<file path="src/source/factBusPkg.sv">
package factBusPkg;

    //////////////////////////////
    // bus widths
    //////////////////////////////
    localparam int ADDR_W  = 2;
    localparam int WDATA_W = 4;
    localparam int RDATA_W = 32;

    typedef logic [ADDR_W-1:0]  addrT;
    typedef logic [WDATA_W-1:0] wdataT;
    typedef logic [RDATA_W-1:0] rdataT;

    //////////////////////////////
    // register map
    //////////////////////////////
    localparam addrT ADDR_N      = 2'd0; // operand, zero-extended on read
    localparam addrT ADDR_GO     = 2'd1; // write bit 0 to start, read busy
    localparam addrT ADDR_STATUS = 2'd2; // bit 0 done, bit 1 error
    localparam addrT ADDR_RESULT = 2'd3;

    // one host access, sampled at the clock edge
    typedef struct packed {
        addrT  addr;
        logic  we;
        wdataT wdata;
    } busReqT;

endpackage

</file>
<file path="src/source/factCorePkg.sv">
package factCorePkg;

    //////////////////////////////
    // operand and product
    //////////////////////////////
    localparam int OPERAND_W = 4;
    localparam int PRODUCT_W = 32;

    typedef logic [OPERAND_W-1:0] operandT;
    typedef logic [PRODUCT_W-1:0] productT;

    // 13! overflows 32 bits
    localparam operandT MAX_N = 4'd12;

    //////////////////////////////
    // controller
    //////////////////////////////
    typedef enum logic [2:0] {
        IDLE,
        LOAD,
        CHECK,
        RUN,
        FINISH,
        FAIL
    } ctrlStateT;

    // per-cycle commands to counter and datapath
    typedef struct packed {
        logic countLoad;
        logic countDec;
        logic productInit;
        logic productMul;
    } ctrlT;

    // controller report to the register block
    typedef struct packed {
        logic finish; // last cycle of a good run
        logic fail;   // operand out of range
        logic busy;
    } statusT;

    localparam ctrlT   CTRL_NONE   = '0;
    localparam statusT STATUS_NONE = '0;

endpackage

</file>
<file path="src/source/factCounter.sv">
`timescale 1ns/100ps

module factCounter (
    input  logic                 CLK,
    input  logic                 RST,
    input  factCorePkg::ctrlT    ctrl,
    input  factCorePkg::operandT operand,
    output factCorePkg::operandT count,
    output logic                 countGtOne
);

    import factCorePkg::*;

    operandT nextCount;

    always_comb begin
        nextCount = count;
        if (ctrl.countLoad) begin
            nextCount = operand;
        end else if (ctrl.countDec) begin
            nextCount = count - operandT'(1);
        end
    end

    always_ff @(posedge CLK or negedge RST) begin
        if (!RST) begin
            count <= '0;
        end else begin
            count <= nextCount;
        end
    end

    // loop test on the value after this cycle's step
    assign countGtOne = (nextCount > operandT'(1));

endmodule

</file>
<file path="src/source/factDatapath.sv">
`timescale 1ns/100ps

module factDatapath (
    input  logic                 CLK,
    input  logic                 RST,
    input  factCorePkg::ctrlT    ctrl,
    input  factCorePkg::operandT count,
    output factCorePkg::productT product
);

    import factCorePkg::*;

    productT mulOut;
    productT nextProduct;

    //////////////////////////////
    // multiplier
    //////////////////////////////
    // never overflows for n up to MAX_N
    assign mulOut = product * productT'(count);

    always_comb begin
        nextProduct = product;
        if (ctrl.productInit) begin
            nextProduct = productT'(1);
        end else if (ctrl.productMul) begin
            nextProduct = mulOut;
        end
    end

    //////////////////////////////
    // product register
    //////////////////////////////
    always_ff @(posedge CLK or negedge RST) begin
        if (!RST) begin
            product <= '0;
        end else begin
            product <= nextProduct;
        end
    end

endmodule

</file>
<file path="src/source/factCtrl.sv">
`timescale 1ns/100ps

module factCtrl (
    input  logic                 CLK,
    input  logic                 RST,
    input  logic                 start,
    input  factCorePkg::operandT operand,
    input  logic                 countGtOne,
    output factCorePkg::ctrlT    ctrl,
    output factCorePkg::statusT  status
);

    import factCorePkg::*;

    ctrlStateT state;
    ctrlStateT nextState;
    logic      operandBad;

    assign operandBad = (operand > MAX_N);

    //////////////////////////////
    // state register
    //////////////////////////////
    always_ff @(posedge CLK or negedge RST) begin
        if (!RST) begin
            state <= IDLE;
        end else begin
            state <= nextState;
        end
    end

    //////////////////////////////
    // next state
    //////////////////////////////
    always_comb begin
        nextState = state;
        unique case (state)
            IDLE: begin
                if (start) begin
                    nextState = LOAD;
                end
            end
            LOAD: begin
                nextState = CHECK;
            end
            CHECK: begin
                if (operandBad) begin
                    nextState = FAIL;
                end else if (countGtOne) begin
                    nextState = RUN;
                end else begin
                    nextState = FINISH; // 0! and 1!
                end
            end
            RUN: begin
                // countGtOne looks at the counter after this step
                if (!countGtOne) begin
                    nextState = FINISH;
                end
            end
            FINISH: begin
                nextState = IDLE;
            end
            FAIL: begin
                nextState = IDLE;
            end
            default: begin
                nextState = IDLE;
            end
        endcase
    end

    //////////////////////////////
    // output decode
    //////////////////////////////
    always_comb begin
        ctrl        = CTRL_NONE;
        status      = STATUS_NONE;
        status.busy = (state != IDLE);
        unique case (state)
            IDLE: begin
                status.busy = 1'b0;
            end
            LOAD: begin
                ctrl.countLoad   = 1'b1;
                ctrl.productInit = 1'b1;
            end
            CHECK: begin
                ctrl = CTRL_NONE; // decide only
            end
            RUN: begin
                ctrl.countDec   = 1'b1;
                ctrl.productMul = 1'b1;
            end
            FINISH: begin
                status.finish = 1'b1;
            end
            FAIL: begin
                status.fail = 1'b1;
            end
            default: begin
                ctrl   = CTRL_NONE;
                status = STATUS_NONE;
            end
        endcase
    end

endmodule

</file>
<file path="src/source/factRegs.sv">
`timescale 1ns/100ps

module factRegs (
    input  logic                CLK,
    input  logic                RST,
    input  factBusPkg::busReqT  busReq,
    input  factCorePkg::statusT status,
    input  factCorePkg::productT product,
    output factCorePkg::operandT operand,
    output logic                start,
    output factBusPkg::rdataT   rdata
);

    import factBusPkg::*;
    import factCorePkg::*;

    logic    nWrite;
    logic    goWrite;
    logic    done;
    logic    error;
    productT result;

    //////////////////////////////
    // address decode
    //////////////////////////////
    assign nWrite  = busReq.we && (busReq.addr == ADDR_N);
    assign goWrite = busReq.we && (busReq.addr == ADDR_GO);

    // operand register
    always_ff @(posedge CLK or negedge RST) begin
        if (!RST) begin
            operand <= '0;
        end else if (nWrite) begin
            operand <= busReq.wdata[OPERAND_W-1:0];
        end
    end

    // go write becomes a one-cycle start pulse
    always_ff @(posedge CLK or negedge RST) begin
        if (!RST) begin
            start <= 1'b0;
        end else begin
            start <= goWrite && busReq.wdata[0];
        end
    end

    //////////////////////////////
    // status flags
    //////////////////////////////
    // set wins, a start seen in FINISH is dropped by the FSM
    always_ff @(posedge CLK or negedge RST) begin
        if (!RST) begin
            done  <= 1'b0;
            error <= 1'b0;
        end else if (status.finish || status.fail) begin
            done  <= 1'b1;
            error <= status.fail;
        end else if (start) begin
            done  <= 1'b0;
            error <= 1'b0;
        end
    end

    // result capture
    always_ff @(posedge CLK or negedge RST) begin
        if (!RST) begin
            result <= '0;
        end else if (status.fail) begin
            result <= '0;
        end else if (status.finish) begin
            result <= product;
        end
    end

    //////////////////////////////
    // read mux
    //////////////////////////////
    always_comb begin
        rdata = '0;
        unique case (busReq.addr)
            ADDR_N:      rdata = rdataT'(operand);
            ADDR_GO:     rdata = rdataT'(status.busy);
            ADDR_STATUS: rdata = rdataT'({error, done});
            ADDR_RESULT: rdata = rdataT'(result);
            default:     rdata = '0;
        endcase
    end

endmodule

</file>
<file path="src/source/factTop.sv">
`timescale 1ns/100ps

module factTop (
    input  logic              CLK,
    input  logic              RST,
    input  factBusPkg::addrT  addr,
    input  logic              we,
    input  factBusPkg::wdataT wdata,
    output factBusPkg::rdataT rdata
);

    import factBusPkg::*;
    import factCorePkg::*;

    busReqT  busReq;
    operandT operand;
    logic    start;
    ctrlT    ctrl;
    statusT  status;
    operandT count;
    logic    countGtOne;
    productT product;

    assign busReq = '{addr: addr, we: we, wdata: wdata};

    //////////////////////////////
    // host side
    //////////////////////////////
    factRegs u_factRegs (
        .CLK     (CLK),
        .RST     (RST),
        .busReq  (busReq),
        .status  (status),
        .product (product),
        .operand (operand),
        .start   (start),
        .rdata   (rdata)
    );

    //////////////////////////////
    // accelerator core
    //////////////////////////////
    factCtrl u_factCtrl (
        .CLK        (CLK),
        .RST        (RST),
        .start      (start),
        .operand    (operand),
        .countGtOne (countGtOne),
        .ctrl       (ctrl),
        .status     (status)
    );

    factCounter u_factCounter (
        .CLK        (CLK),
        .RST        (RST),
        .ctrl       (ctrl),
        .operand    (operand),
        .count      (count),
        .countGtOne (countGtOne)
    );

    factDatapath u_factDatapath (
        .CLK     (CLK),
        .RST     (RST),
        .ctrl    (ctrl),
        .count   (count),
        .product (product)
    );

endmodule

</file>
<file path="config.mk">
export PLATFORM = sky130hd
export DESIGN_NAME = factTop
export DESIGN_NICKNAME = d
export VERILOG_FILES = /design/src/source/factBusPkg.sv /design/src/source/factCorePkg.sv /design/src/source/factCounter.sv /design/src/source/factDatapath.sv /design/src/source/factCtrl.sv /design/src/source/factRegs.sv /design/src/source/factTop.sv
export SDC_FILE = /design/constraint.sdc
export NUM_CORES = 1
export LEC_CHECK = 0
export ABC_AREA = 1
export BUFFER_PORTS_ARGS = -buffer_cell sky130_fd_sc_hd__buf_2
export CORE_ASPECT_RATIO = 1.25
export CORE_MARGIN = 4
export CORE_UTILIZATION = 37
export DETAILED_ROUTE_END_ITERATION = 10
export PLACE_DENSITY = 0.66
export SLEW_MARGIN = 15
export SYNTH_ARGS = -nofsm -noshare
export SYNTH_HDL_FRONTEND = slang
export SYNTH_SLANG_ARGS = --single-unit
</file>
<file path="constraint.sdc">
create_clock -name CLK -period 3.6 [get_ports CLK]
set_input_delay 0.18 -clock CLK [delete_from_list [all_inputs] [get_ports CLK]]
set_output_delay 0.18 -clock CLK [all_outputs]
set_load 0.02 [all_outputs]
</file>
==> impl_metrics.py <==
metrics = {
    "synth": {
        "synth.distinct_cells": 36,
        "yosysWarnings": 0,
        "syn_nets": 1333,
        "synth_top_area_cell": "dfrtp_1",
        "synth_enable_flop_cells": 0,
        "syn_area_sq_um": 7940,
        "yosys-top-cells-area": "dfrtp_1, nand2_1, inv_1, fa_1, ha_1",
        "ys_ff_latch": 78,
        "yosysMostFrequentCell": "nand2_1",
        "ys.flop_type": "dfrtp_1",
        "ys_seq_area_share_pct": 24.6,
        "postSynthAreaPerCell_sq_um": 6.45,
        "synthTopCellsByCount": "nand2_1, inv_1, nor2_1, dfrtp_1, nand3_1",
        "async_reset_ff_share_pct": 100,
        "netlist_instances": 1231,
        "yosysTopAreaCellShare_pct": 24.6,
    },
    "sta": {
        "fmaxAchievable_ghz": 0.291,
        "tns_ps": 0,
        "period_share_pct": 95.3,
        "rsz0062_at_grt": "true",
        "setup_violations": 0,
        "maxSlewHeadroom_pct": 29.7,
        "clock_skew_ps": 8.75,
        "hold_viol_final": 0,
        "worst_pin_slew_ps": 1050,
        "min_period_ps": 3430,
        "drv_slew": 0,
        "fin_hold_ws_ps": 19.4,
    },
    "drt": {
        "firstDrtPassIters": 4,
        "routed_wl_mm": 21.7,
        "wl_per_cell_microns": 13.9,
        "via_per_inst": 4.78,
        "detail-route-antenna-nets": 0,
        "drc": 0,
        "drt_iter0_markers": 411,
        "vias": 7435,
    },
    "worst_setup_path": {
        "path_common_cell": "nand2_1",
        "cp_slowest_stage_delay_ps": 540,
        "required_ps": 3830,
        "path_class": "register to register",
        "crit_fanout": 19,
        "crit_path_cell_trace": "buf_12 -> nand2_1 -> inv_1 -> fa_1 -> inv_1 -> fa_1 -> inv_1 -> ha_4 -> nand2_2 -> nor2_2 -> inv_1 -> nor3_1 -> nand2_1 -> nand2_2 -> buf_4 -> nand2_1 -> nand2_1 -> nand2_1 -> nand3_1 -> nand2_1",
        "end_kind": "register",
        "critical_path_arrival_ps": 3670,
        "startpoint_type": "register",
        "cp_num_buf_inv": 6,
        "cp_slowest_cell": "fa_1",
        "cp_top_family": "adder cells",
    },
    "power_and_ir_drop": {
        "p_switching_mw": 2.33,
        "power_mw": 4.99,
        "pwr-share-seq_pct": 25.8,
        "clockPowerShare_pct": 22.1,
        "p_int_mw": 2.66,
        "switching_share_pct": 46.7,
        "p_leak_nw": 5.50,
        "ir_drop_mv": 0.396,
        "power_density_nw_per_um2": 549,
        "combPwrFrac_pct": 52.1,
    },
    "global_route": {
        "antenna_found_initial": 0,
        "grt_util_all_layers_pct": 18.7,
        "grt_max_degree": 79,
        "grt_pass1_vias": 7505,
        "overflow": 0,
        "grt_pass1_wl_mm": 36.5,
    },
    "placement": {
        "portBuffers": 40,
        "hpwl_mm": 16.7,
        "dpl_cell_area_sq_um": 8570,
        "routabilityCongestion": 1.01,
    },
    "clock_network": {
        "cts.sinks": 78,
        "cts_hold_buf": 0,
        "cts_buffers": 9,
        "htreeDepth": 3,
        "cts_root_buf": "clkbuf_16",
        "tritoncts": "yes",
        "clkLatencyLatePin_ps": 350,
        "cts_max_path_buffers": 2,
        "clkSlewWorstSetupHoldPaths_ps": 70,
    },
    "min_path": {
        "hold_path_class": "input pin to async pin",
    },
    "finish": {
        "syn2layout_area_growth_pct": 14.4,
        "final_nets": 1377,
        "drive_above_1_share_pct": 10.4,
        "final_util_pct": 43.4,
        "design_area_sq_um": 9090,
        "insertedDiodeCount": 0,
    },
    "die": {
        "die_h_microns": 172,
        "top_level_ports": 41,
        "num_rows": 59,
        "fp.dieW_microns": 139,
        "start_util_pct": 37.9,
        "core-area_sq_um": 21000,
        "die-area_sq_um": 23900,
    },
    "run_status": {
        "status": "finished clean",
    },
    "run": {
        "drv_cap": 0,
    },
}
worst register-to-register path, stage by stage, from the launching register on:
cell and delay, ps:
dfrtp_1 410, buf_12 170, nand2_1 80, inv_1 50, fa_1 530, inv_1 70, fa_1 540, inv_1 70
ha_4 300, nand2_2 80, nor2_2 150, inv_1 90, nor3_1 130, nand2_1 80, nand2_2 100, buf_4 120
nand2_1 80, nand2_1 70, nand2_1 40, nand3_1 100, nand2_1 60
power groups by stage:
| stage | registers, mW | clock network [mW] | logic [mW] |
|---|---|---|---|
| 6_report | 1.29 | 1.10 | 2.60 |
| 3_3_place_gp | 1.30 | 0 | 2.40 |
| 3_5_place_dp | 1.30 | 0 | 2.46 |
| 4_1_cts | 1.28 | 1.12 | 2.48 |
| 2_1_floorplan | 1.20 | 0 | 1.81 |
| 5_1_grt | 1.32 | 1.15 | 2.97 |
worst paths after layout:
| check | depth (start not counted) | startpoint | slack [ps] | endpoint |
|---|---|---|---|---|
| worst min-delay path | 1 | RST | 20 | u_factRegs.result[5] |
| worst max-delay path | 20 | u_factCounter.count[3] | 170 | u_factDatapath.product[23] |
| max in group asynchronous | 1 | RST | 2900 | u_factDatapath.product[22] |
| min in group CLK | 3 | we | 60 | u_factRegs.start |
| worst min register to register | 2 | u_factRegs.done | 490 | u_factRegs.done |
| worst max register to register | 20 | u_factCounter.count[3] | 170 | u_factDatapath.product[23] |
routing by layer:
| metal | global-route usage (%) | wire length, microns |
|---|---|---|
| met3 | 2.34 | 801 |
| met2 | 34.7 | 11100 |
| met5 | 0 | 0 |
| met1 | 22.7 | 9210 |
| met4 | 6.04 | 541 |
what timing repair did:
item / in CTS / in global routing
endpoints found under the setup margin: 0 / 18
resized for setup: 0 / 38
buffers inserted: 0 / 1
area by class of cell:
type                            instances  area (sq um)
Inverter                              346          1300
Timing Repair Buffer                   66           439
Sequential cell                        78          1950
Clock inverter                          7           120
Clock buffer                            9           225
Multi-Input combinational cell        774          4710
Tap cell                              274           343
Fill cell                            2244         11900
state kept, by name, summed over array words and instances, names as in the netlist:
name	flops
u_factCounter.count	4
u_factRegs.operand	4
u_factRegs.done	1
u_factDatapath.product	32
u_factRegs.error	1
u_factRegs.start	1
u_factRegs.result	32
u_factCtrl.state	3
cells in the final DEF (no fill, tap or decap), types with 2 or more instances in the layout:
master     Yosys  layout
nand3_1       69      67
nand2_1      373     366
o21ai_0       42      42
a21oi_2        1       5
nand4_1       11      11
buf_12         0       3
nor2_1        86      76
nand2_2        5      12
nand3_2        2       4
ha_2           0       7
fa_1          57      57
inv_2          2       2
xnor2_1        2       2
or2_2          2       2
a21oi_1       34      30
buf_2          2      39
nor3_1         8       8
ha_1          36      23
o22ai_1       21      21
and2_1         5       4
bufinv_16      0       3
clkbuf_16      0       9
buf_4          1      23
ha_4           0       6
o21bai_1       5       5
nor2_2         2      12
dfrtp_1       78      78
nand3b_1       4       4
inv_1        343     343
cell families (layout without fill, tap and decap cells):
logic type	after synthesis	in the layout	synth area share, %
and+or+nand+nor	568	568	29.2
buffers and inverters	379	428	18.2
AOI/OAI and AO/OA	111	111	7.78
adders and majority gates	93	93	20.0
DFF	78	78	24.6
xor gates and xnor gates	2	2	0.221
through the flow:
stage / setup WS (ps) / cells
2_1_floorplan: 28.9 / 1231
3_3_place_gp: 53.9 / 1537
3_5_place_dp: 72.1 / 1537
4_1_cts: 28.8 / 1553
5_1_grt: -33.2 / 1554
6_report: 169 / 1554
(Power assumes the default switching activity.)
